[src/rtl/qsnd_pkg.sv]
/* address map, timing and widths for the QSound sound board glue
   page codes are the upper nibble of the 16-bit sound CPU address */
`default_nettype none

package qsnd_pkg;

    // memory widths
    localparam int RAM_AW  = 13;        // 8 kB shared work RAM
    localparam int ROM_AW  = 19;        // 512 kB program ROM
    localparam int QADDR_W = 23;        // sample ROM, up to 8 MB

    // banked window 0x8000-0xBFFF lands above the fixed 32 kB
    localparam logic [ROM_AW-1:0] BANK_BASE = 19'h0_8000;

    // sound CPU interrupt rate in cen8 ticks
    localparam int IRQ_PERIOD = 32000;

    // upper address nibble
    localparam logic [3:0] PAGE_RAM_LO     = 4'hc;
    localparam logic [3:0] PAGE_RAM_HI     = 4'hf;
    localparam logic [3:0] PAGE_QSND       = 4'hd;
    localparam logic [3:0] PAGE_FETCH_WAIT = 4'h4; // first page with a fetch wait

    // mailbox offsets inside the 0xD page
    localparam logic [2:0] REG_DATA_HI  = 3'd0;
    localparam logic [2:0] REG_DATA_LO  = 3'd1;
    localparam logic [2:0] REG_CMD_ADDR = 3'd2; // writing this one kicks the DSP
    localparam logic [2:0] REG_BANK     = 3'd3;
    localparam logic [2:0] REG_STATUS   = 3'd7;

    // DSP serial output is scaled up before leaving the board
    localparam int AUDIO_SHIFT = 3;

endpackage

`default_nettype wire

[src/rtl/snd_tick_irq.sv]
/* free running interrupt timer on cen8, period fixed by the package
   int_n stays low until an M1+IORQ acknowledge is seen on a cen8 tick */
`timescale 1ns/1ps
`default_nettype none

module snd_tick_irq (
    input  wire  clk48,
    input  wire  rst,
    input  wire  cen8,
    input  wire  cpu_m1_n,
    input  wire  cpu_iorq_n,
    output logic cpu_int_n
);

    int  cnt;
    wire wrap = (cnt == qsnd_pkg::IRQ_PERIOD - 1);

    always_ff @(posedge clk48 or posedge rst) begin
        if (rst) begin
            cnt       <= 0;
            cpu_int_n <= 1'b1;
        end else if (cen8) begin
            cnt <= wrap ? 0 : cnt + 1;
            if (!cpu_m1_n && !cpu_iorq_n) begin
                cpu_int_n <= 1'b1;     // acknowledge cycle
            end else if (wrap) begin
                cpu_int_n <= 1'b0;
            end
        end
    end

endmodule

`default_nettype wire

[config.mk]
export PLATFORM = sky130hd
export DESIGN_NAME = snd_tick_irq
export DESIGN_NICKNAME = d
export VERILOG_FILES = /design/src/rtl/qsnd_pkg.sv /design/src/rtl/snd_tick_irq.sv
export SDC_FILE = /design/constraint.sdc
export NUM_CORES = 1
export LEC_CHECK = 0
export BUFFER_PORTS_ARGS = -buffer_cell sky130_fd_sc_hd__buf_4
export CAP_MARGIN = 20
export CORE_MARGIN = 3
export CORE_UTILIZATION = 30
export CTS_CLUSTER_DIAMETER = 50
export CTS_CLUSTER_SIZE = 20
export DETAILED_ROUTE_END_ITERATION = 7
export HOLD_SLACK_MARGIN = 0.05
export PLACE_DENSITY_LB_ADDON = 0.15
export SYNTH_ARGS = -nofsm -noshare
export SYNTH_HDL_FRONTEND = slang
export SYNTH_SLANG_ARGS = --single-unit
[constraint.sdc]
create_clock -name clk48 -period 2.1 [get_ports clk48]
set_clock_uncertainty 0.1 [all_clocks]
set_input_delay 0.42 -clock clk48 [delete_from_list [all_inputs] [get_ports clk48]]
set_output_delay 0.42 -clock clk48 [all_outputs]
set_load 0.01 [all_outputs]
# ---- Word level (Yosys, flattened, before mapping)
# Cells that the tools add are included.
dict set report classes {
  n_addsub 1
  n_eq_ne 1
  muxes 3
  reduce_logical 5
}
# cell n
set op_table {}
lappend op_table {{$add 32x2->32 const B} 1}
lappend op_table {{$eq 32x16->1 const B} 1}
lappend op_table {{$mux 32} 1}
lappend op_table {{$logic_not 1->1} 2}
lappend op_table {{$mux 1} 2}
lappend op_table {{$reduce_and 2->1} 1}
lappend op_table {{$reduce_bool 2->1} 1}
lappend op_table {{$logic_and 1x1->1} 1}
dict set report word_totals {
  regBits 33
  input_bits 5
  wordCells 12
}

# ---- Depth between registers and ports, before layout
dict set report depth {
  ltp_word 4
  ltp_mapped 6
  ltp_nobuf 6
}

# ---- Worst setup path after synthesis
# No wires, ideal clock.
dict set report synth_path {
  kind {reg-to-reg}
  from {reg cnt[0] in the netlist's numbering}
  to {reg cnt[28] in the netlist's numbering}
  setup_time_ns 0.079
  arrival_time_ns 1.790
  setup_slack_ns 0.130
  path_stages_with_launch 7
  path_cell_list {dfrtp_1 > ha_1 > and3_1 > nand3_4 > or4b_4 > nor3_2 > xor2_1}
}
dict set report synth_via {
  elab_chain_len 2
}
# item line_no
set synth_lines {}
lappend synth_lines {{start: declaration} snd_tick_irq.sv:15} ;# int cnt;
lappend synth_lines {{start signal: assignment} snd_tick_irq.sv:23} ;# cnt <= wrap ? 0 : cnt + 1;
lappend synth_lines {{$add 32x2->32 / $eq 32x16->1 (equally long branches)} {snd_tick_irq.sv:23, snd_tick_irq.sv:16}}
lappend synth_lines {{$mux 32 (*)} snd_tick_irq.sv:23}
# Mark *: on every way between the ends. The rest lies on a longest branch, timed or not.
# A chain may end at the register's enable or synchronous reset.

# ---- Worst setup path after layout
# Same ends and word-level chain as after synthesis.

==> metrics.txt <==
worst-path fanout max 5; Maximum Capacitance Violations 0; GR met1 Demand/Resource 0.161; TNS Setup 0 ns; setup violators final 0; die span in x 80.7 um; post-synth net total about 170; # diodes 0; post-synth top area share 0.479; predominant post-synthesis flop cell dfrtp_1; minimum clock period after layout approximately 2 ns; commonest non-fill, non-tap cell in the layout dfrtp_1; register area share after synthesis 0.494; GR peak layer met2; CTS tree done; PD cells 726 nW/um^2; Yosys warnings 0; worst path required time 2.20 ns; critical path class reg2reg; Detail Placement HPWL ~2.5 mm; layout cells sized above 1 0.151; Starting Density 0.319; Final ANT Viol Nets 0; Post-Syn Instances ~170; Yosys top cell by area dfrtp_1; GRT Overall Usage 0.121; drc violations 0; Worst setup SP type register; Setup crit end kind register; Synth Register Bits 33; vias per cell 4.89; Final Core Density 0.368; P&R area growth vs syn 15.2%; maximum root-to-sink buffer count 2; count of cell types in the netlist 34; mapped cell area 1670 sq um; outcome finished clean; Avg WL per Cell 13.3 um; drt first pass iters 4; Final Slew Violations 0; root buffer cell clkbuf_8; CTS clk-pin slew, worst paths around 0.060 ns; Vias 1252; die area 6510 sq um; antenna violations before repair 0; R2R depth 6; Initial DRC Count 108; standard-cell rows 26; routed wire length approximately 3.4 mm; fmax 504 MHz; critical path launch point cnt[0]; worst hold path type in2async; Synth Area per Inst 9.96 sq um; number of global-route vias before repair 1295; Synth area leaders dfrtp_1 (48%), xnor2_1 (8.4%), nand2_1 (5.2%); I/O Pins 6; fin crit share 0.945; clk_lat worst skew ~0.28 ns; WP data arrival 2.08 ns; unrepaired setup endpoints after global routing no; leading cell types in the layout, fill and taps excluded dfrtp_1 (32), nand2_1 (23), xnor2_1 (16), nand4_1 (12), buf_4 (12); IO Port Bufs 5; total clock buffers created by CTS 5; Sink Count 33; largest net degree at the start of global routing 34; grt total ovfl 0; nets ~190; met2 Resource Use GR 0.185; M3 GR Usage 0.0348; Async SR Flop Fraction 1.00; worst slew pin tran 0.602 ns; Worst slew margin 0.595; first-pass GRT wire length ~6 mm; worst IR drop on VDD 0.323 mV; Core Region roughly 5200 sq um; setup slack, reg-to-reg 0.11 ns; Min Hold Slack ~0.14 ns; die height 80.7 um; RD Place Congestion 0.760; R2R Path Start cnt[0]; Post-synth EDFFs 0; RR Endpoint cnt[28]; static leakage 0.796 nW; Fin. Hold Viols 0; CTS HTree Levels 2
how the worst max path moves through the flow:
stage | endpoint | slack (ns) | cells after the start
finish | cnt[28] | 0.11 | 6
global route | cnt[28] | 0.02 | 6
CTS | cnt[28] | 0.07 | 6
detailed placement | cnt[28] | 0.08 | 6
global placement | cnt[26] | 0.17 | 6
floorplan | cnt[28] | 0.13 | 6
Yosys cell counts, drive strengths merged, types with 2 or more instances:
master and count:
a21o 3, a31oi 2, and2 3, and3 3, and4 3, buf 2
dfrtp 32, inv 5, nand2 23, nand2b 2, nand3 9, nand4 13
nor2 11, nor3 9, nor4 6, o211ai 2, o21ai 7, or4 2
xnor2 16, xor2 7
layer usage:
metal / wire (um) / part of all wire / vias up
li1: - / - / 633
met5: 0 / 0 / -
met1: 1670 / 0.49 / 589
met4: 80 / 0.024 / 0
met2: 1560 / 0.46 / 20
met3: 96 / 0.028 / 10
through the flow:
stage	setup slack [ns]	power [mW]	instance area, sq um	instances
after global routing	0.0242	1.49	1930	256
after detailed placement	0.0806	0.927	1840	248
final	0.114	1.40	1930	256
after global placement	0.173	0.918	1840	248
after floorplan	0.130	0.884	1670	168
after CTS	0.0712	1.42	1930	256
power by group:
group	switching (mW)	total, mW	internal (mW)
Combinational	0.0685	0.137	0.0689
Sequential	0.0852	0.775	0.690
Clock	0.219	0.486	0.267
Total	0.373	1.40	1.03
state kept, by name (all words and copies together), names as in the netlist:
register,flops
cnt,32
cpu_int_n,1
worst max-delay path, stage by stage, from the launching register on:
cell     delay, ns
dfrtp_1       0.40
ha_1          0.18
and3_2        0.23
nand3_4       0.09
or4b_4        0.58
nor3_2        0.13
xor2_1        0.19
cell type report:
cell class | instances | area, sq um
inverters | 5 | 18.8
multi-input cells | 128 | 813
clock buffers | 8 | 90.1
flip-flops and latches | 33 | 827
well taps | 70 | 87.6
fillers | 524 | 3310
repair buffers | 12 | 90.1
cells by family after synthesis:
logic type	share of synthesized area
fa+ha+maj	0.00748
xor+xnor	0.120
compound gates	0.0643
flops	0.494
simple gates	0.293
buf+inv	0.0202
what timing repair did:
item | CTS | global route
resized for setup | 0 | 1
hold endpoints to repair | 0 | 0
setup endpoints to repair | 0 | 1
buffers inserted | 0 | 0
hold buffers | 0 | 0
(Power assumes the default switching activity.)
