<file path="src/rtl/qsnd_pkg.sv">
/* address map, timing and widths for the QSound sound board glue
   page codes are the upper nibble of the 16-bit sound CPU address */
`default_nettype none

package qsnd_pkg;

    // memory widths
    localparam int RAM_AW  = 13;        // 8 kB shared work RAM
    localparam int ROM_AW  = 19;        // 512 kB program ROM
    localparam int QADDR_W = 23;        // sample ROM, up to 8 MB

    // banked window 0x8000-0xBFFF lands above the fixed 32 kB
    localparam logic [ROM_AW-1:0] BANK_BASE = 19'h0_8000;

    // sound CPU interrupt rate in cen8 ticks
    localparam int IRQ_PERIOD = 32000;

    // upper address nibble
    localparam logic [3:0] PAGE_RAM_LO     = 4'hc;
    localparam logic [3:0] PAGE_RAM_HI     = 4'hf;
    localparam logic [3:0] PAGE_QSND       = 4'hd;
    localparam logic [3:0] PAGE_FETCH_WAIT = 4'h4; // first page with a fetch wait

    // mailbox offsets inside the 0xD page
    localparam logic [2:0] REG_DATA_HI  = 3'd0;
    localparam logic [2:0] REG_DATA_LO  = 3'd1;
    localparam logic [2:0] REG_CMD_ADDR = 3'd2; // writing this one kicks the DSP
    localparam logic [2:0] REG_BANK     = 3'd3;
    localparam logic [2:0] REG_STATUS   = 3'd7;

    // DSP serial output is scaled up before leaving the board
    localparam int AUDIO_SHIFT = 3;

endpackage

`default_nettype wire

</file>
<file path="src/rtl/dsp_mailbox.sv">
/* CPU to DSP command path, the address byte write raises the DSP irq
   the DSP reads address then data with two pids_n strobes */
`timescale 1ns/1ps
`default_nettype none

module dsp_mailbox (
    input  wire        clk48,
    input  wire        rst,
    input  wire        mbox_wr,
    input  wire [ 2:0] bus_addr_lo,
    input  wire [ 7:0] bus_din,
    input  wire        dsp_pids_n,
    input  wire        dsp_iack,
    output logic [ 7:0] mbox_dout,
    output logic [ 3:0] bank,
    output logic        dsp_rst,
    output logic        dsp_irq,
    output logic [15:0] dsp_pbus_in
);

    logic [23:0] cmd;          // {addr, data_hi, data_lo}
    logic [ 1:0] sel;
    logic        last_pids_n;

    wire cmd_go   = mbox_wr && bus_addr_lo == qsnd_pkg::REG_CMD_ADDR;
    wire pids_end = dsp_pids_n && !last_pids_n;

    always_ff @(posedge clk48) begin
        if (mbox_wr) begin
            case (bus_addr_lo)
                qsnd_pkg::REG_DATA_HI:  cmd[15: 8] <= bus_din;
                qsnd_pkg::REG_DATA_LO:  cmd[ 7: 0] <= bus_din;
                qsnd_pkg::REG_CMD_ADDR: cmd[23:16] <= bus_din;
                default: ;
            endcase
        end
    end

    always_ff @(posedge clk48 or posedge rst) begin
        if (rst) begin
            bank        <= 4'd0;
            dsp_rst     <= 1'b1;
            dsp_irq     <= 1'b0;
            sel         <= 2'b00;
            last_pids_n <= 1'b1;
        end else begin
            last_pids_n <= dsp_pids_n;
            if (mbox_wr && bus_addr_lo == qsnd_pkg::REG_BANK) begin
                bank    <= bus_din[3:0];
                dsp_rst <= ~bus_din[7];   // bit 7 set runs the DSP
            end
            if (cmd_go) begin
                dsp_irq <= 1'b1;
                sel     <= 2'b11;
            end else if (pids_end) begin
                dsp_irq <= 1'b0;
                sel     <= sel >> 1;      // address first, then data
            end
        end
    end

    assign dsp_pbus_in = sel[1] ? {8'd0, cmd[23:16]} : cmd[15:0];
    assign mbox_dout   = {~(dsp_irq | dsp_iack), 3'b111, bank}; // busy when low

endmodule

`default_nettype wire

</file>
<file path="config.mk">
export PLATFORM = sky130hd
export DESIGN_NAME = dsp_mailbox
export DESIGN_NICKNAME = d
export VERILOG_FILES = /design/src/rtl/qsnd_pkg.sv /design/src/rtl/dsp_mailbox.sv
export SDC_FILE = /design/constraint.sdc
export NUM_CORES = 1
export LEC_CHECK = 0
export CAP_MARGIN = 20
export CORE_MARGIN = 3
export CORE_UTILIZATION = 40
export DETAILED_ROUTE_END_ITERATION = 16
export DONT_BUFFER_PORTS = 1
export HOLD_SLACK_MARGIN = 0.03
export PLACE_DENSITY_LB_ADDON = 0.3
export SETUP_SLACK_MARGIN = 0.02
export SLEW_MARGIN = 20
export SYNTH_ARGS = -nofsm -noshare
export SYNTH_HDL_FRONTEND = slang
export SYNTH_SLANG_ARGS = --single-unit
</file>
<file path="constraint.sdc">
create_clock -name clk48 -period 1.1 [get_ports clk48]
set_input_delay 0.22 -clock clk48 [delete_from_list [all_inputs] [get_ports clk48]]
set_output_delay 0.22 -clock clk48 [all_outputs]
set_load 0.05 [all_outputs]
</file>
-- Yosys cells after proc, flatten, opt, wreduce, memory -nomap -nowiden
Index checks and enable logic that the tools add are counted.
- multiplexer cells: 5
- bitwise operators: 3
- equality and inequality tests: 3
- reduce and logical (&&, ||, !) cells: 9
- operator list (operator ; count):
    $mux 16 ; 1
    $eq 3x2->1 const B ; 2
    $reduce_and 2->1 ; 3
    $mux 2 ; 2
    $eq 3x1->1 const B ; 1
    $logic_and 1x1->1 ; 3
    $logic_not 3->1 ; 1
    $mux 1 ; 2
    $not 1->1 ; 2
    $reduce_bool 2->1 ; 1
    $logic_not 1->1 ; 1
    $or 1x1->1 ; 1
- output and inout bits: 30
- word-level logic and storage cells: 28
- flip-flop bits (word level): 33
- input bits: 16

-- Depth between registers and ports, before layout
- depth after elaboration: 4
- depth in mapped cells: 3
- gate-level depth less buffers: 2

-- Worst setup path before layout
No wires, ideal clock.
- path type: register to output
- from: register, netlist name dsp_irq
- to: output port dsp_pbus_in[10]
- data required time: 880 ps
- path buffers: 2
- path slack: -796 ps
- cell stages (with the launch flop): 4
- data arrival time: 1676 ps
- cells stage by stage: dfrtp_1 buf_2 buf_2 nor2b_1
- RTL lines (element ; RTL line ; RTL):
    end, declared ; dsp_mailbox.sv:18 ; output logic [15:0] dsp_pbus_in

==> results.sh <==
export IMPL_dr_pass1_iters=2
export IMPL_finalSetupViolCount=27
export IMPL_fp_dieArea_um2=3811
export IMPL_violations="setup timing"
export IMPL_core_um2=2853
export IMPL_synth_seq_area_share_pct=72.31
export IMPL_instances_no_fill=131
export IMPL_cts_htree_levels=2
export IMPL_hold_violations=0
export IMPL_tns_ps=-6601
export IMPL_multi_input_area_um2=394.1
export IMPL_power_switching_w=0.001029
export IMPL_maxSlewViolCount=0
export IMPL_drt_iter0_drc=18
export IMPL_post_drt_via_cell_ratio=5.023
export IMPL_port_buffers=0
export IMPL_nets=115
export IMPL_clock_sinks=31
export IMPL_top_level_ports=46
export IMPL_grt_pass1_vias=727
export IMPL_yosys_area_top_type="edfxtp_1"
export IMPL_synth_area_um2=1242
export IMPL_end_kind="primary output"
export IMPL_route_detailed_drc=0
export IMPL_setup_ws_ps=-420.6
export IMPL_finalClockSkew_ps=0.007716
export IMPL_worst_setup_path_start_kind="flop"
export IMPL_row_count=19
export IMPL_postSynthAreaPerCell_um2=17.50
export IMPL_status="finished, violations left"
export IMPL_wl_per_cell_um=16.29
export IMPL_die_y_um=61.73
export IMPL_ir_worst_vdd_v=0.001073
export IMPL_period_share_pct=138.2
export IMPL_drive_above_1_share_pct=55.00
export IMPL_area_growth_pct=46.22
export IMPL_cap_violations=0
export IMPL_intPower_w=0.002005
export IMPL_via_count=658
export IMPL_regArea_um2=904.6
export IMPL_grt_max_degree=16
export IMPL_synth_area_leaders="edfxtp_1 58%, mux2_2 11%, dfrtp_1 10%"
export IMPL_ys_seq_elements=31
export IMPL_worstPathRequired_ps=880
export IMPL_yosysWarnings=0
export IMPL_critPathArrivalTime_ps=1300
export IMPL_combinationalPowerShare_pct=34.5
export IMPL_startpoint="dsp_irq"
export IMPL_syn_inst=71
export IMPL_ant_nets=0
export IMPL_path_max_fanout=15
export IMPL_p_clk_share_pct=19.1
export IMPL_grtUsageTotal_pct=12.39
export IMPL_cts_tree="yes"
export IMPL_r2r_start="dsp_irq"
export IMPL_min_from="bus_din[0]"
export IMPL_finalCriticalPeriod_ps=1521
export IMPL_power_density_nw_per_um2=1670
export IMPL_synth_cell_types=16
export IMPL_hold_path_class="input pin to flop"
export IMPL_power_frac_seq_pct=46.5
export IMPL_clock_fmax_ghz=0.6576
export IMPL_grt_pass1_wl_um=3263
export IMPL_cts_buffers_inserted=5
export IMPL_path_class="flop to primary output"
export IMPL_antenna_cells=0
export IMPL_initial_utilization_pct=43.55
export IMPL_rr_worst_depth=2
export IMPL_dpl_hpwl_um=1589
export IMPL_hold_depth=1
export IMPL_rsz0062_at_grt="true"
export IMPL_wirelength_um=2134
export IMPL_n_fill_cell=221
export IMPL_clock_path_buffers=2
export IMPL_swShare_pct=33.91
export IMPL_die_w_um=61.73
export IMPL_insertion_delay_ps=300
export IMPL_synth_top_area_share_pct=58.01
export IMPL_antenna_found_initial=0
export IMPL_clk_pin_slew_ps=80
export IMPL_gr_total_overflow=0
export IMPL_p_total_w=0.003034
export IMPL_p_leak_nw=0.7333
export IMPL_gp_congestion=0.6750
export IMPL_dp_cells=113
export IMPL_root_buffer="clkbuf_4"
export IMPL_ctsResizeCount=0
==> power groups by stage <==
stage                     Clock, W  Sequential, W  Combinational (W)
final                     0.000578        0.00141            0.00105
after global routing      0.000639        0.00142            0.00108
after CTS                 0.000611        0.00141            0.00106
after detailed placement         0        0.00144            0.00102
after global placement           0        0.00143            0.00101
after floorplan                  0        0.00157           0.000591
==> state kept, by name, summed over array words and instances, names as in the netlist <==
name and count:
last_pids_n 1, cmd 24, dsp_rst 1, dsp_irq 1
bank 4
==> cell families after synthesis <==
kind of cell           after synthesis  share of synthesized area (%)
flip-flops                          31                          72.31
AND/OR/NAND/NOR                     14                          9.466
multiplexers                        13                          11.68
buffers and inverters               11                          5.640
AO/OA/AOI/OAI                        1                         0.6045
other                                1                         0.3018
==> worst paths after layout <==
path | to | slack [ps]
max | dsp_pbus_in[1] | -420
min | bank[0] | 50
max reg2reg | dsp_irq | 220
min reg2reg | dsp_rst | 500
max in group asynchronous | last_pids_n | 550
min in group asynchronous | bank[3] | 290
==> timing repair <==
action                                  in CTS  in global routing
endpoints found under the setup margin      27                 27
hold buffers                                10                  0
hold endpoints to repair                    33                  0
setup buffers                                0                  0
==> through the flow <==
stage	setup WS (ps)	hold WS [ps]	area (um^2)	utilization, %
after global placement	-82.84	50.88	1668	58.46
after CTS	-449.0	34.03	1817	63.68
final	-420.6	53.41	1817	63.68
after global routing	-455.5	35.68	1817	63.68
after floorplan	-261.0	22.14	1394	-
after detailed placement	-93.44	54.74	1668	58.46
==> layer usage <==
metal  vias to the layer above  wire, um  GRT usage, %  part of all wire (%)
li1                        302         -             -                     -
met1                       317       775         12.04                    36
met2                        35      1134         21.23                    53
met3                         4       199         6.612                   9.3
met4                         0        24         6.364                   1.1
met5                         -         0             0                     0
==> placed cells by master, fill, tap and decap left out, drive strengths merged <==
cell         count
clkinv           2
conb             3
inv              2
dfrtp            5
nor2             1
nand2b           1
dlygate4sd3     10
buf             18
a21o             1
and4bb           2
mux2            12
mux2i            1
nor4b            1
dfstp            2
clkbuf           6
nor2b            8
edfxtp          24
nand4b           1
==> cell usage after synthesis <==
cell type  count
a21o_1         1
and4bb_2       2
edfxtp_1      24
mux2i_1        1
conb_1         1
nor4b_1        1
nor2b_1        8
dfrtp_1        5
mux2_2        12
nand4b_4       1
nor2_1         1
inv_1          2
buf_4          7
dfstp_2        2
buf_2          2
nand2b_1       1
==> layout make-up <==
class	count	share of cell area, %
clock inverter	2	0.4132
clock buffer	6	2.273
timing repair buffer	28	23.28
tap	31	2.135
sequential	31	49.79
multi-input combinational	31	21.69
inverter	2	0.4132
==> worst max-delay path: stages, from the launching register on <==
cell and delay, ps:
dfrtp_2 430, buf_12 170, mux2_4 390
(Power assumes the default switching activity.)
