==> config.mk <==
export PLATFORM = sky130hd
export DESIGN_NAME = snd_addr_decode
export DESIGN_NICKNAME = d
export VERILOG_FILES = /design/src/rtl/qsnd_pkg.sv /design/src/rtl/snd_addr_decode.sv
export SDC_FILE = /design/constraint.sdc
export NUM_CORES = 1
export LEC_CHECK = 0
export BUFFER_PORTS_ARGS = -buffer_cell sky130_fd_sc_hd__buf_2
export CORE_ASPECT_RATIO = 1.75
export CORE_UTILIZATION = 25
export CTS_CLUSTER_SIZE = 14
export DETAILED_ROUTE_END_ITERATION = 7
export PLACE_DENSITY = 0.67
export SKIP_CTS_REPAIR_TIMING = 1
export SKIP_LAST_GASP = 1
export SYNTH_ARGS = -nofsm -noshare
export SYNTH_HDL_FRONTEND = slang
export SYNTH_SLANG_ARGS = --single-unit
==> constraint.sdc <==
create_clock -name clk48 -period 1.7 [get_ports clk48]
set_input_delay 0.17 -clock clk48 [delete_from_list [all_inputs] [get_ports clk48]]
set_output_delay 0.17 -clock clk48 [all_outputs]
set_load 0.02 [all_outputs]
==> src/rtl/qsnd_pkg.sv <==
/* address map, timing and widths for the QSound sound board glue
   page codes are the upper nibble of the 16-bit sound CPU address */
`default_nettype none

package qsnd_pkg;

    // memory widths
    localparam int RAM_AW  = 13;        // 8 kB shared work RAM
    localparam int ROM_AW  = 19;        // 512 kB program ROM
    localparam int QADDR_W = 23;        // sample ROM, up to 8 MB

    // banked window 0x8000-0xBFFF lands above the fixed 32 kB
    localparam logic [ROM_AW-1:0] BANK_BASE = 19'h0_8000;

    // sound CPU interrupt rate in cen8 ticks
    localparam int IRQ_PERIOD = 32000;

    // upper address nibble
    localparam logic [3:0] PAGE_RAM_LO     = 4'hc;
    localparam logic [3:0] PAGE_RAM_HI     = 4'hf;
    localparam logic [3:0] PAGE_QSND       = 4'hd;
    localparam logic [3:0] PAGE_FETCH_WAIT = 4'h4; // first page with a fetch wait

    // mailbox offsets inside the 0xD page
    localparam logic [2:0] REG_DATA_HI  = 3'd0;
    localparam logic [2:0] REG_DATA_LO  = 3'd1;
    localparam logic [2:0] REG_CMD_ADDR = 3'd2; // writing this one kicks the DSP
    localparam logic [2:0] REG_BANK     = 3'd3;
    localparam logic [2:0] REG_STATUS   = 3'd7;

    // DSP serial output is scaled up before leaving the board
    localparam int AUDIO_SHIFT = 3;

endpackage

`default_nettype wire

==> src/rtl/snd_addr_decode.sv <==
/* chip selects are registered one clk48 after mreq_n, so accesses need
   at least three clk48 cycles; ROM reads return raw data, no decryption */
`timescale 1ns/1ps
`default_nettype none

module snd_addr_decode (
    input  wire        clk48,
    input  wire        rst,
    input  wire        cen8,
    input  wire        main_busn,
    input  wire [15:0] cpu_addr,
    input  wire [ 7:0] cpu_dout,
    input  wire        cpu_mreq_n,
    input  wire        cpu_rd_n,
    input  wire        cpu_wr_n,
    input  wire        cpu_m1_n,
    input  wire [16:1] main_addr,
    input  wire [ 7:0] main_dout,
    input  wire        main_ldswn,
    input  wire [ 7:0] rom_data,
    input  wire        rom_ok,
    input  wire [ 7:0] ram_q,
    input  wire [ 7:0] mbox_dout,
    input  wire [ 3:0] bank,
    output logic [15:0] bus_addr,
    output logic [ 7:0] bus_din,
    output logic        bus_wr_n,
    output logic        ram_we,
    output logic        mbox_wr,
    output logic        mbox_rd,
    output logic [qsnd_pkg::ROM_AW-1:0] rom_addr,
    output logic        rom_cs,
    output logic [ 7:0] cpu_din,
    output logic        cpu_cen,
    output logic [ 7:0] main_din,
    output logic        main_busakn
);

    logic       bus_mreq_n, bus_rd_n;
    logic       ram_cs;
    logic       rom_done;          // rom_ok already seen for this access
    logic       busn_dly;
    logic       fetch_taken, fetch_skip;
    logic [3:0] page;
    logic [qsnd_pkg::ROM_AW-1:0] fixed_addr, bank_addr;

    // bus owner mux, main CPU has mreq asserted for the whole grant
    assign bus_addr   = main_busn ? cpu_addr   : main_addr;
    assign bus_din    = main_busn ? cpu_dout   : main_dout;
    assign bus_wr_n   = main_busn ? cpu_wr_n   : main_ldswn;
    assign bus_rd_n   = main_busn ? cpu_rd_n   : ~main_ldswn;
    assign bus_mreq_n = main_busn & cpu_mreq_n;
    assign page       = bus_addr[15:12];

    assign fixed_addr = {{(qsnd_pkg::ROM_AW-15){1'b0}}, bus_addr[14:0]};
    assign bank_addr  = {{(qsnd_pkg::ROM_AW-18){1'b0}}, bank, bus_addr[13:0]}
                        + qsnd_pkg::BANK_BASE;

    always_ff @(posedge clk48 or posedge rst) begin
        if (rst) begin
            rom_cs   <= 1'b0;
            ram_cs   <= 1'b0;
            mbox_wr  <= 1'b0;
            mbox_rd  <= 1'b0;
            rom_done <= 1'b0;
        end else begin
            rom_cs  <= !bus_mreq_n && page < qsnd_pkg::PAGE_RAM_LO;
            ram_cs  <= !bus_mreq_n && (page == qsnd_pkg::PAGE_RAM_LO ||
                                       page == qsnd_pkg::PAGE_RAM_HI);
            mbox_wr <= !bus_mreq_n && !bus_wr_n && page == qsnd_pkg::PAGE_QSND &&
                       bus_addr[2:0] <= qsnd_pkg::REG_BANK;
            mbox_rd <= !bus_mreq_n && !bus_rd_n && page == qsnd_pkg::PAGE_QSND &&
                       bus_addr[2:0] == qsnd_pkg::REG_STATUS;
            rom_done <= rom_cs && (rom_done || rom_ok);
        end
    end

    always_ff @(posedge clk48) begin
        if (!bus_mreq_n) begin
            rom_addr <= bus_addr[15] ? bank_addr : fixed_addr;
        end
        main_din <= cpu_din;
    end

    assign ram_we = ram_cs & ~bus_wr_n;

    always_comb begin
        if (rom_cs)       cpu_din = rom_data;
        else if (ram_cs)  cpu_din = ram_q;
        else if (mbox_rd) cpu_din = mbox_dout;
        else              cpu_din = 8'hff;  // open bus
    end

    // one extra wait per opcode fetch from page 4 upwards
    always_ff @(posedge clk48 or posedge rst) begin
        if (rst) begin
            fetch_taken <= 1'b0;
            fetch_skip  <= 1'b0;
            busn_dly    <= 1'b1;
        end else begin
            busn_dly <= main_busn;
            if (cen8 && fetch_skip) fetch_skip <= 1'b0; // tick swallowed
            if (cpu_m1_n) begin
                fetch_taken <= 1'b0;
            end else if (cpu_addr[15:12] >= qsnd_pkg::PAGE_FETCH_WAIT && !fetch_taken) begin
                fetch_taken <= 1'b1;
                fetch_skip  <= 1'b1;
            end
        end
    end

    assign cpu_cen     = cen8 & ~fetch_skip;
    assign main_busakn = busn_dly | (rom_cs & ~(rom_ok | rom_done));

endmodule

`default_nettype wire

# Word level (Yosys, flattened, before mapping)
# Index checks and enable logic that the tools add are counted.
# totals
out_inout_bits	66
word_cells	60
in_bits	86
regBits	35
# op_classes
muxes	13
bitwise_logic	10
magnitude_cmp	3
n_eq_ne	4
n_addsub	1
reduce_logical	18
# op_table
op	n
8-bit two-way mux	4
18-bit by 16-bit adder with 19-bit output (second input constant)	1
16-bit two-way mux	1
15-bit two-way mux	1
4-bit == test (second input constant)	3
1-bit logical AND	11
1-bit two-way mux	7
1-bit AND	4
4-bit by 3-bit greater-or-equal comparator with 1-bit output (second input constant)	1
1-bit zero test	4
4-bit less-than comparator (second input constant)	1
1-bit inverter	4
3-bit == test (second input constant)	1
3-bit by 2-bit <= comparator with 1-bit output (second input constant)	1
1-bit logical OR	2
1-bit bitwise OR	2
2-bit nonzero test	1

# Logic depth before layout (Yosys ltp)
# logic_depth
word_depth	6
mapped_depth	4
ltp_nobuf	3

# Worst setup path after synthesis
# Ideal clock, no wire load.
# synth_timing
path_type	reg2reg
startpoint	reg mbox_rd
endpoint	reg main_din[0]
required_time_ps	1521
stages_incl_launch_ff	5
path_slack_ps	152
n_path_buf	1
arrival_ps	1369
period_less_slack_ps	1548
path_cell_list	dfrtp_1 nand2b_1 clkbuf_1 o22ai_1 o21ai_0
# synth_between
elab_chain_cells	3
# synth_lines
item	line	source
from (decl)	snd_addr_decode.sv:30	output logic mbox_rd,
from (signal assigned)	snd_addr_decode.sv:72	mbox_rd <= !bus_mreq_n && !bus_rd_n && page == qsnd_pkg::PAGE_QSND &&
8-bit two-way mux	snd_addr_decode.sv:90	else if (mbox_rd) cpu_din = mbox_dout;
8-bit two-way mux	snd_addr_decode.sv:89	else if (ram_cs) cpu_din = ram_q;
8-bit two-way mux	snd_addr_decode.sv:88	if (rom_cs) cpu_din = rom_data;
via cpu_din[0]	snd_addr_decode.sv:33	output logic [ 7:0] cpu_din,
to (signal assigned)	snd_addr_decode.sv:82	main_din <= cpu_din;
to (decl)	snd_addr_decode.sv:35	output logic [ 7:0] main_din,
# The timed path passes the listed nets, and every way through them passes these cells.
# A chain may end at the register's enable or synchronous reset.

# Final worst setup path
# layout_timing
startpoint	reg ram_cs
endpoint	out cpu_din[3]
# layout_between
elab_chain_cells	2
# layout_lines
item	line	source
from (decl)	snd_addr_decode.sv:40	logic ram_cs;
from (signal assigned)	snd_addr_decode.sv:68	ram_cs <= !bus_mreq_n && (page == qsnd_pkg::PAGE_RAM_LO ||
8-bit two-way mux	snd_addr_decode.sv:89	
8-bit two-way mux	snd_addr_decode.sv:88	
to (decl)	snd_addr_decode.sv:33	
# No other way between the ends.

==> flow_summary.ini <==
[outcome]
status = finished, final reports clean

[global_route]
grt_max_degree = 20
grt_remaining_overflow = 0
grt_pass1_wl_um = 6920
grt_pass1_vias = 1528
antenna_found_initial = 0
grt_use_total_pct = 13.2

[synth]
async_flop_share_pct = 22.9
synth_top_area_cell = edfxtp_1
synth_edf_count = 19
yosysWarnings = 0
synth_top_family_by_area = multiplexers
synth_top_area_share_pct = 33.1
synth-seq-cells = 35
netlist_top_cells_area = edfxtp_1, mux2_2, dfrtp_1
synthXorXnorAreaFrac_pct = 1.02
synthAdderAreaFrac_pct = 0.726
synth_cell_types = 35
synth_compound_area_share_pct = 8.06
seq_area_frac_synth_pct = 54.1
muxShareOfSynthArea_pct = 16.8
syn-num-nets = 233
synthSimpleGateAreaFrac_pct = 9.29
yosys_most_used_dff = edfxtp_1
synth.avg_cell_area_um2 = 11.8
synthesis.instances = 146
netlist_area_mm2 = 0.00172

[sta]
fmax_ghz = 0.599
hold_viol_final = 0
fin_crit_sh_pct = 98.2
final.setup.worst_slack_ns = 0.0308
whs_ns = 0.0669
worstMarginPinSlew_ns = 0.522
rsz0062_at_grt = yes
layout_min_cycle_time_ns = 1.67
clock_skew_ns = 0.00183
relSlewSlack_pct = 65.2
slew_violations = 0
setup_violations = 0

[finish]
num_antenna_cells = 0
fin_area_mm2 = 0.00265
final_util_pct = 40.2
synthToLayoutAreaGrowth_pct = 53.6
stdcell_count = 374
drive_gt1_share_pct = 64.7
nets = 378

[clocking]
cts_tree = built
root_buffer = clkbuf_16
worstSkewPairLatency_ns = 0.27
path_clk_slew_ns = 0.05
cts-htree-levels = 2
clockBufferDepth = 2
clock-sinks = 35
cts_buffers = 5

[hold_path]
min_to = fetch_taken
min_path_cells = 2
hold_start = cpu_m1_n
min_path_type = in -> reg

[drt]
wl_per_cell_um = 13.0
vias = 1659
ant_nets = 0
drt_iter0_drc = 37
viasPerCell = 4.44
finalWirelength_um = 4860
drt_pass1_iterations = 4
drc = 0

[floorplan]
fp-row-count = 39
die_w_um = 64.8
start_util_pct = 26.2
core_mm2 = 0.00659
pin_count = 152
dieArea_mm2 = 0.00725
die_y_um = 112

[placed_design]
place_congestion = 0.794
dp_hpwl_um = 3980
dp.cells = 363
placed_cell_area_mm2 = 0.00247
portBuffers = 151
pre_cts_ws_ns = 0.236

[setup_path]
r2r-end = main_din[3]
cp_common_cell = o21ai_1
start_kind = flip-flop
worst-path-buf-inv = 1
r2r_cells = 4
cp.required_ns = 1.53
cpPeakStageDelay_ns = 0.45
crit_start = ram_cs
end_kind = primary output
ff2ff_setup_slack_ns = 0.40
critical_path.max_fanout = 3
slowest_stage = or3b_2
crit_type = reg -> out
r2r_start = ram_cs
path_cells = or3b_2, o21ai_1, o21ai_1, buf_4
crit_arrival_ns = 1.50
cpLargestDelayFamily = simple AND/OR/NAND/NOR gates

[flow_run]
maxCapViolCount = 0

[power]
vdd_drop_max_v = 0.000480
p_leak_nw = 1.36
p_per_area_mw_per_mm2 = 955
[layout by cell type, fill, tap and decap left out, types with 3 or more instances in the layout]
cell type,count
buf_2,150
mux2_2,19
edfxtp_1,19
nand2_1,11
nor2_1,9
o22ai_1,8
dfxtp_1,8
inv_1,7
dfrtp_1,7
buf_4,7
o21ai_0,6
clkbuf_16,5
o21ai_1,4
mux2i_1,3
mux2_4,3
nor2b_1,3
[per-layer routing]
layer | vias to the layer above | share of wire, % | track usage (%)
met2 | 94 | 54 | 24.1
met3 | 13 | 7.0 | 2.66
met5 | - | 0 | 0
met4 | 0 | 3.4 | 8.74
li1 | 794 | - | -
met1 | 758 | 35 | 12.7
[kinds of logic (layout without fill, tap and decap cells)]
family / after synthesis / after routing
mux: 25 / 25
simple gates: 32 / 32
fa+ha+maj: 1 / 1
xor+xnor: 2 / 2
buf+inv: 28 / 174
flops: 35 / 35
compound gates: 23 / 23
[worst max path at each step]
| stage | endpoint | slack, ns | cells past startpoint |
|---|---|---|---|
| after floorplan | main_din[0] | 0.15 | 4 |
| after global placement | cpu_din[0] | 0.28 | 4 |
| after detailed placement | cpu_din[2] | 0.24 | 4 |
| after CTS | cpu_din[2] | -0.07 | 4 |
| after global routing | cpu_din[2] | -0.05 | 4 |
| final | cpu_din[3] | 0.03 | 4 |
[cell type report]
cell class              instances  area, um2
fillers                       705       3940
flip-flops and latches         35        932
repair buffers                158        813
multi-input cells              83        621
clock buffers                   7        143
well taps                      82        103
inverters                       8       33.8
clock inverters                 1       3.75
[through the flow]
stage                     total power (W)  TNS [ns]
after floorplan                   0.00141         0
after global placement            0.00164         0
after detailed placement          0.00165         0
after CTS                         0.00257    -0.300
after global routing              0.00264    -0.171
final                             0.00253         0
[power breakdown]
group          total [W]  switching [W]  internal, W
Combinational   0.000621       0.000365     0.000256
Sequential       0.00102      0.0000286     0.000988
Clock           0.000893       0.000315     0.000578
[sequential cells by signal, indices dropped and copies added, names as in the netlist]
| signal | count |
|---|---|
| rom_cs | 1 |
| mbox_rd | 1 |
| ram_cs | 1 |
| main_din | 8 |
| fetch_skip | 1 |
| fetch_taken | 1 |
| rom_done | 1 |
| busn_dly | 1 |
| mbox_wr | 1 |
| rom_addr | 19 |
[synth_stat cells (7+ instances only)]
library cell   n
inv_1          7
nand2_1       11
dfxtp_1        8
o21ai_0        9
nor2_1         9
o22ai_1        8
mux2_2        19
edfxtp_1      19
buf_4         16
dfrtp_1        7
Note: power is estimated with default switching activity, not from simulation.
