**src/rtl/qsnd_pkg.sv**
```systemverilog
/* address map, timing and widths for the QSound sound board glue
   page codes are the upper nibble of the 16-bit sound CPU address */
`default_nettype none

package qsnd_pkg;

    // memory widths
    localparam int RAM_AW  = 13;        // 8 kB shared work RAM
    localparam int ROM_AW  = 19;        // 512 kB program ROM
    localparam int QADDR_W = 23;        // sample ROM, up to 8 MB

    // banked window 0x8000-0xBFFF lands above the fixed 32 kB
    localparam logic [ROM_AW-1:0] BANK_BASE = 19'h0_8000;

    // sound CPU interrupt rate in cen8 ticks
    localparam int IRQ_PERIOD = 32000;

    // upper address nibble
    localparam logic [3:0] PAGE_RAM_LO     = 4'hc;
    localparam logic [3:0] PAGE_RAM_HI     = 4'hf;
    localparam logic [3:0] PAGE_QSND       = 4'hd;
    localparam logic [3:0] PAGE_FETCH_WAIT = 4'h4; // first page with a fetch wait

    // mailbox offsets inside the 0xD page
    localparam logic [2:0] REG_DATA_HI  = 3'd0;
    localparam logic [2:0] REG_DATA_LO  = 3'd1;
    localparam logic [2:0] REG_CMD_ADDR = 3'd2; // writing this one kicks the DSP
    localparam logic [2:0] REG_BANK     = 3'd3;
    localparam logic [2:0] REG_STATUS   = 3'd7;

    // DSP serial output is scaled up before leaving the board
    localparam int AUDIO_SHIFT = 3;

endpackage

`default_nettype wire

```
**src/rtl/dsp_out_latch.sv**
```systemverilog
/* DSP side output registers, strobes are sampled on clk48 so each
   strobe level must last at least one clk48 cycle */
`timescale 1ns/1ps
`default_nettype none

module dsp_out_latch (
    input  wire        clk48,
    input  wire        rst,
    input  wire        dsp_sadd,
    input  wire        dsp_psel,
    input  wire [15:0] dsp_ser_out,
    input  wire        dsp_pods_n,
    input  wire [15:0] dsp_pbus_out,
    input  wire [15:0] dsp_ab,
    input  wire        dsp_cen_cko,
    output logic signed [15:0] left,
    output logic signed [15:0] right,
    output logic               sample,
    output logic [qsnd_pkg::QADDR_W-1:0] qsnd_addr
);

    logic [15:0] pend_l, pend_r;
    logic        last_sadd, last_psel, last_pods_n;

    wire sadd_fall = !dsp_sadd && last_sadd;
    wire psel_rise = dsp_psel && !last_psel;
    wire pods_rise = dsp_pods_n && !last_pods_n;

    // serial word taken in parallel, psel tells the channel
    always_ff @(posedge clk48) begin
        if (sadd_fall) begin
            if (dsp_psel) pend_r <= dsp_ser_out << qsnd_pkg::AUDIO_SHIFT;
            else          pend_l <= dsp_ser_out << qsnd_pkg::AUDIO_SHIFT;
        end
    end

    always_ff @(posedge clk48 or posedge rst) begin
        if (rst) begin
            last_sadd   <= 1'b0;
            last_psel   <= 1'b0;
            last_pods_n <= 1'b1;
            left        <= 16'sd0;
            right       <= 16'sd0;
            sample      <= 1'b0;
            qsnd_addr   <= '0;
        end else begin
            last_sadd   <= dsp_sadd;
            last_psel   <= dsp_psel;
            last_pods_n <= dsp_pods_n;
            sample      <= psel_rise;     // one cycle strobe per pair
            if (psel_rise) begin
                left  <= pend_l;
                right <= pend_r;
            end
            if (pods_rise) qsnd_addr[15:0] <= dsp_pbus_out;
            if (dsp_cen_cko && dsp_ab[15]) begin
                // upper bits come off the DSP address bus
                qsnd_addr[qsnd_pkg::QADDR_W-1:16] <= dsp_ab[qsnd_pkg::QADDR_W-17:0];
            end
        end
    end

endmodule

`default_nettype wire

```
**config.mk**
```make
export PLATFORM = sky130hd
export DESIGN_NAME = dsp_out_latch
export DESIGN_NICKNAME = d
export VERILOG_FILES = /design/src/rtl/qsnd_pkg.sv /design/src/rtl/dsp_out_latch.sv
export SDC_FILE = /design/constraint.sdc
export NUM_CORES = 1
export LEC_CHECK = 0
export BUFFER_PORTS_ARGS = -buffer_cell sky130_fd_sc_hd__buf_2
export CORE_AREA = 2 2 95 97
export CTS_CLUSTER_DIAMETER = 120
export CTS_CLUSTER_SIZE = 24
export DETAILED_ROUTE_END_ITERATION = 12
export DIE_AREA = 0 0 97 99
export PLACE_DENSITY = 0.69
export SKIP_LAST_GASP = 1
export SLEW_MARGIN = 20
export SYNTH_ARGS = -nofsm -noshare
export SYNTH_HDL_FRONTEND = slang
export SYNTH_SLANG_ARGS = --single-unit
```
**constraint.sdc**
```tcl
create_clock -name clk48 -period 1.7 [get_ports clk48]
set_clock_uncertainty 0.1 [all_clocks]
set_input_delay 0.34 -clock clk48 [delete_from_list [all_inputs] [get_ports clk48]]
set_output_delay 0.34 -clock clk48 [all_outputs]
set_load 0.02 [all_outputs]
```
=== Word level (Yosys, flattened, before mapping) ===
Index checks and enable logic that the tools add are counted.

* Register bits: 79
* Logic and storage cells: 20
* Input bits: 54
* Output and inout bits: 56

* Reductions and logical operators: 9
* Bitwise logic cells: 1

{| class="wikitable"
|+ Operators by type and width
! operator !! number
|-
| $logic_and 1x1->1 || 4
|-
| $reduce_and 2->1 || 2
|-
| $logic_not 1->1 || 3
|-
| $not 1->1 || 1
|}

=== Logic depth before layout (Yosys ltp) ===
Gate-level depths: netlist of run 1.

* Depth in word-level cells: 3
* Mapped depth: 4
* Mapped depth without buffers: 2

=== Worst setup path after synthesis of run 1 ===
OpenSTA, ideal clock, no wires.

* Kind: input-to-reg
* Start point: input dsp_sadd
* End point: register pend_l[10] (enable)
* Library setup time: 0.403 ns
* Path buffers: 0
* Cell stages on the path: 1
* Data required time: 1.197 ns
* Slack: -0.180 ns
* Arrival: 1.378 ns
* Cells stage by stage: nor3b_1

* Cells in the longest elaborated chain, start to end: 3

{| class="wikitable"
|+ RTL lines
! item !! line !! RTL
|-
| start: declaration || dsp_out_latch.sv:9 || <nowiki>input wire dsp_sadd,</nowiki>
|-
| $logic_not 1->1 || dsp_out_latch.sv:25 || <nowiki>wire sadd_fall = !dsp_sadd && last_sadd;</nowiki>
|-
| $logic_and 1x1->1 || dsp_out_latch.sv:25 ||
|-
| $reduce_and 2->1 (no line) || n/a ||
|-
| end signal: assignment || dsp_out_latch.sv:33 || <nowiki>else pend_l <= dsp_ser_out << qsnd_pkg::AUDIO_SHIFT;</nowiki>
|-
| end: declaration || dsp_out_latch.sv:22 || <nowiki>logic [15:0] pend_l, pend_r;</nowiki>
|}

No other way between the ends.
A chain may end at the register's enable or synchronous reset.

=== Final worst setup path of run 1 ===
* Start point: input dsp_pods_n
* End point: register qsnd_addr[4] (netlist bit)

* Cells in the longest elaborated chain, start to end: 1

{| class="wikitable"
|+ RTL lines
! item !! line !! RTL
|-
| start: declaration || dsp_out_latch.sv:12 || <nowiki>input wire dsp_pods_n,</nowiki>
|-
| $logic_and 1x1->1 || dsp_out_latch.sv:27 || <nowiki>wire pods_rise = dsp_pods_n && !last_pods_n;</nowiki>
|-
| end signal: indexed assignment || dsp_out_latch.sv:58 || <nowiki>qsnd_addr[qsnd_pkg::QADDR_W-1:16] <= dsp_ab[qsnd_pkg::QADDR_W-17:0];</nowiki>
|-
| end: declaration || dsp_out_latch.sv:19 || <nowiki>output logic [qsnd_pkg::QADDR_W-1:0] qsnd_addr</nowiki>
|}

No other way between the ends.

==> results of run 1 <==
## per-stage QoR
stage	worst slack, ps	util	instances	hold slack (ps)
final	206	0.434	366	35.7
after global routing	183	0.434	366	12.8
after CTS	23.5	0.431	364	22.1
after detailed placement	202	0.406	346	242
after global placement	209	0.406	346	234
after floorplan	275	-	151	244
## layout make-up
class                   count  area (um^2)
flip-flops and latches     79         2110
multi-input cells          60          707
clock inverters             7         63.8
repair buffers            102          566
clock buffers               9          124
fillers                   775         4840
inverters                   1         7.51
well taps                 108          135
## metal layers
metal / global-route usage / share of wire
met3: 0.0518 / 0.087
met4: 0.0488 / 0.017
met2: 0.171 / 0.46
met5: 0 / 0
met1: 0.138 / 0.44
## power groups by stage
stage,sequential (mW),combinational [mW],clock [mW]
after global routing,2.26,0.781,1.47
after CTS,2.23,0.740,1.37
after detailed placement,2.27,0.734,0
after global placement,2.27,0.721,0
after floorplan,2.47,0.282,0
final,2.23,0.731,1.33
## repair_timing
item | 4_1_cts | 5_1_grt
setup endpoints to repair | 0 | 12
hold endpoints to repair | 13 | 0
buffers inserted | 0 | 2
hold buffers | 2 | 0
## path summary, 6_finish.rpt
path                           endpoint  slack [ps]  cells past startpoint
min in group asynchronous      left[14]         410                      3
max                        qsnd_addr[4]         210                      5
min                           last_sadd          40                      1
max in group asynchronous      left[13]         520                      4
max reg2reg                    left[12]         380                      3
min reg2reg                    left[12]         380                      1
## flip-flops by register name (all words and copies together) (netlist names)
register	cells
pend_l	13
pend_r	13
right	13
last_sadd	1
last_pods_n	1
qsnd_addr	23
left	13
last_psel	1
sample	1
## logic make-up (layout without fill, tap and decap cells)
group	after synthesis	after routing	synth area share
other	1	6	0.00129
AND/OR/NAND/NOR	5	5	0.0167
flip-flops	79	79	0.723
multiplexers	49	49	0.216
buffers and inverters	12	119	0.0421
## placed cells by master (no fill, tap or decap), drive strengths merged
cell type    netlist  final
clkinv             0      4
clkinvlp           0      3
conb               1      6
nand2              1      1
clkbuf             0      9
dlygate4sd3        0      2
dfstp              1      1
buf               11    100
bufinv             0      1
nor3b              1      1
mux2              49     49
dfrtp             52     52
and3b              1      1
nor2b              2      2
edfxtp            26     26
## worst reg2reg max path: cells and delay by family, from the launching register on
kind                   cells  cell delay [ps]
buffers and inverters      1              210
DFF                        1              400
muxes                      1              350
and+or+nand+nor            1              140
==> results.md, run 1 <==
- Drt total wl: 5100 um
- Overall routing resource usage: 0.112
- Crit path from: dsp_pods_n
- Period minus WS final: 1490 ps
- Clk sink count: 79
- Sum of buffers and inverters on the critical path: 3
- Synthesized area: 2910 um^2
- Ys flop type: dfrtp_1
- Final GP Congestion: 0.695
- Top post-synthesis cells by count: 52 x dfrtp_1, 28 x mux2_2, 26 x edfxtp_1, 21 x mux2_4, 6 x buf_4
- Sequential fraction of the synthesis area: 0.723
- Post-DP HPWL: 3550 um
- Antenna cells: 0
- Final Instance Area: 3710 um^2
- Static Leak: 1.69 nW
- Fraction of layout cells with a size suffix above 1: 0.659
- Psw: 1.15 mW
- First-pass GRT wire length: 8200 um
- Sw frac: 0.267
- Reg power frac: 0.520
- Yosys top cell area share: 0.447
- Post-CTS sizing: 0
- Fin crit share: 0.879
- Cell family with most CP delay: buffers and inverters
- Core box area: 8550 um^2
- Synth-to-layout area growth: 27.4%
- Clk pwr share: 0.310
- Vias per cell: 4.28
- PortBufs: 92
- DRC Markers: 0
- Crit. End Element: flip-flop
- Vias in the first global route: 1616
- Die W: 97 um
- Post-synth EDFFs: 26
- GRT Residual Overflow: 0
- Final-stage net count: 307
- Ys async rst share: 0.671
- Post-Place Cell Area: 3480 um^2
- Die area: 9600 um^2
- Avg Synthesized Cell Area: 20.0 um^2
- Top-count cell post-synth: dfrtp_1
- Ports: 110
- Fmax: 669 MHz
- Flops & latches, synth: 79
- TNS Setup: 0 ps
- Average wire per standard cell: 13.9 um
- CP Max Fanout: 12
- Clock root cell: clkbuf_8
- Gate power share: 0.170
- Starting Density: 0.341
- Critical Path AT: 1620 ps
- Post-synth top area cell: dfrtp_1
- Crit Path Class: in2reg
- Initial antenna violation count: 0
- CP max-delay cell: dlygate4sd3_1
- Antenna-violating nets left: 0
- Synth Warn #: 0
- Cell Pwr Density: 1160 nW/um^2
- Rows: 34
- Final slew viol count: 0
- Yosys cell types: 14
- Max IR drop VDD: 463 uV
- Clock Tree Buf Depth: 2
- Status: finished, final reports clean
- Setup-failing EPs final: 0
- Total Power: 4.29 mW
- Critical Path Max Stage Delay: 520 ps
- CP startpoint kind: input pin
- Die Ht: 99 um
- CTS tree: done
- Largest net degree at the start of global routing: 22
- 1st-pass router iterations: 3
- Crit path cell chain: dlygate4sd3_1 > buf_2 > nor2b_4 > buf_12 > mux2_2
- RSZ-0062 raised after global routing: no
- Post-Syn Instances: 146
- Worst EP required: 1820 ps
- Final Hold Viols: 0
- Clock transition at path regs: 80 ps
- Detailed Route Iter0 Violations: 9
- Critical hold path startpoint: dsp_sadd
- Htree depth: 3
- Maxcap violations: 0
- Area contributors post-synth: dfrtp_1 45%, edfxtp_1 27%, mux2_2 11%, mux2_4 11%, buf_4 1.5%
- Via count: 1566
- CTS Buf Count: 9
- Internal Power: 3.15 mW
- Min-Delay Path Class: in2reg
- Crit Reg-Reg Startpoint: last_psel
- Clk Latency, worst-skew pair: 340 ps
No activity file was read; power rests on OpenSTA's default activity.
==> run 2, diff against run 1 <==
--- a/config.mk
+++ b/config.mk
@@ -12,6 +12,7 @@
 export DETAILED_ROUTE_END_ITERATION = 12
 export DIE_AREA = 0 0 97 99
 export PLACE_DENSITY = 0.69
+export REMOVE_ABC_BUFFERS = 1
 export SKIP_LAST_GASP = 1
 export SLEW_MARGIN = 20
 export SYNTH_ARGS = -nofsm -noshare
==> run 2 against run 1 <==
Register-to-register slack worse by 30 ps; non-clock buffer count down 1; sequential share of layout area down 0.96 points.
==> results.md, run 2 (synthesis gave the netlist of run 1 again) <==
- Starting Density: 0.341 (unchanged)
- GRT Residual Overflow: 0 (unchanged)
- 1st-pass router iterations: 2 (was 3)
- First-pass GRT wire length: 8250 um (was 8200 um)
- Antenna cells: 0 (unchanged)
- PortBufs: 92 (unchanged)
- Crit Path Class: in2reg (unchanged)
- Via count: 1549 (was 1566)
- CP Max Fanout: 16 (was 12)
- Reg2reg setup slack: 350 ps (was 380 ps)
- Final slew viol count: 0 (unchanged)
- R2R depth: 3 (unchanged)
- Final GP Congestion: 0.705 (was 0.695)
- Die W: 97 um (unchanged)
- Final Instance Area: 3770 um^2 (was 3710 um^2)
- Min-Delay Path Class: in2reg (unchanged)
- Post-CTS sizing: 0 (unchanged)
- Largest net degree at the start of global routing: 20 (was 22)
- Detailed Route Iter0 Violations: 19 (was 9)
- Cell family with most CP delay: buffers and inverters (unchanged)
- Post-DP HPWL: 3570 um (was 3550 um)
- Clock root cell: clkbuf_8 (unchanged)
- Final Hold Viols: 0 (unchanged)
- Clk Latency, worst-skew pair: 330 ps (was 340 ps)
- Setup-failing EPs final: 0 (unchanged)
- Commonest non-fill, non-tap cell in the layout: buf_2 (unchanged)
- Most frequent cells in the layout: 92 x buf_2, 52 x dfrtp_1, 28 x mux2_2 (unchanged)
- Overall routing resource usage: 0.111 (was 0.112)
- CP startpoint kind: input pin (unchanged)
- CTS tree: done (unchanged)
- RSZ-0062 raised after global routing: no (unchanged)
- Hold Path Stages: 1 (unchanged)
- Ports: 110 (unchanged)
- Htree depth: 3 (unchanged)
- CP max-delay cell: dlygate4sd3_1 (unchanged)
- Crit path cell chain: dlygate4sd3_1 > buf_2 > nor2b_4 > buf_12 > mux2_2 (unchanged)
- Worst EP required: 1810 ps (was 1820 ps)
- WHS Endpoint: last_sadd (unchanged)
- Maxcap violations: 0 (unchanged)
- Final-stage net count: 306 (was 307)
- Clk sink count: 79 (unchanged)
- Period minus WS final: 1520 ps (was 1490 ps)
- Initial antenna violation count: 0 (unchanged)
- Critical hold path startpoint: dsp_sadd (unchanged)
- Fin crit share: 0.895 (was 0.879)
- Sum of buffers and inverters on the critical path: 3 (unchanged)
- CTS Buf Count: 9 (unchanged)
- Synth-to-layout area growth: 29.5% (was 27.4%)
- Layout Cells excl Fill: 365 (was 366)
- Critical Path AT: 1640 ps (was 1620 ps)
- Average wire per standard cell: 13.7 um (was 13.9 um)
- Rows: 34 (unchanged)
- Top reg by flops: qsnd_addr (unchanged)
- Vias per cell: 4.24 (was 4.28)
- Crit Reg-Reg Startpoint: last_psel (unchanged)
- Cell Pwr Density: 1210 nW/um^2 (was 1160 nW/um^2)
- Clock Tree Buf Depth: 2 (unchanged)
- Critical Path Max Stage Delay: 530 ps (was 520 ps)
- Clock transition at path regs: 80 ps (about the same)
- Max IR drop VDD: 458 uV (was 463 uV)
- R2R Path End: left[12] (unchanged)
- Drt total wl: 5000 um (was 5100 um)
- Vias in the first global route: 1641 (was 1616)
- Die Ht: 99 um (unchanged)
- Status: finished, final reports clean (unchanged)
- Fmax: 657 MHz (was 669 MHz)
- Die area: 9600 um^2 (unchanged)
- Crit. End Element: flip-flop (unchanged)
- Post-Place Cell Area: 3520 um^2 (was 3480 um^2)
- Static Leak: 1.71 nW (was 1.69 nW)
- Fraction of layout cells with a size suffix above 1: 0.654 (was 0.659)
- Antenna-violating nets left: 0 (unchanged)
- Core box area: 8550 um^2 (unchanged)
- Cells after DPL: 347 (was 346)
- Max FFs per register: 23 (unchanged)
- DRC Markers: 0 (unchanged)
-- run 2: how the worst max path moves through the flow --
stage	startpoint	end	slack, ps	depth (start not counted)
after floorplan	dsp_sadd	pend_l[10]	-180	1
after global placement	dsp_psel	left[12]	240	4
after detailed placement	dsp_psel	left[9]	220	4
after CTS	dsp_pods_n	qsnd_addr[2]	190	5
after global routing	dsp_pods_n	qsnd_addr[2]	150	5
final	dsp_pods_n	qsnd_addr[2]	180	5
-- run 2: layer usage --
layer | GRT usage | share of wire | vias up
met3 | 0.0369 | 0.082 | 7
li1 | - | - | 720
met1 | 0.144 | 0.45 | 742
met4 | 0.0488 | 0.012 | 0
met5 | 0 | 0 | -
met2 | 0.171 | 0.46 | 80
-- run 2: per-stage QoR --
stage	setup TNS (ps)	power (mW)	hold slack (ps)	util	setup WS, ps
after floorplan	-3620	2.72	244	-	-180
after global placement	0	3.00	273	0.411	241
after detailed placement	0	3.02	271	0.411	221
after CTS	0	4.67	16.9	0.441	188
after global routing	0	4.81	30.3	0.441	153
final	0	4.58	38.2	0.441	178
-- run 2: power breakdown --
group | total [mW] | switching [mW] | leakage [nW] | internal (mW)
combinational | 0.735 | 0.398 | 0.741 | 0.337
clock | 1.62 | 0.636 | 0.114 | 0.979
sequential | 2.23 | 0.0845 | 0.860 | 2.15
total | 4.58 | 1.12 | 1.71 | 3.47
-- run 2: final cells by class --
cell class / instances / area [um^2]
Fill cell: 792 / 4780
Sequential cell: 79 / 2110
Multi-Input combinational cell: 60 / 707
Timing Repair Buffer: 101 / 583
Tap cell: 108 / 135
Clock buffer: 11 / 131
Clock inverter: 5 / 106
Inverter: 1 / 3.75
-- run 2: what timing repair did --
action                                 in CTS  in global routing
setup buffers                               0                  0
hold buffers                                2                  0
endpoints found under the hold margin      16                  0
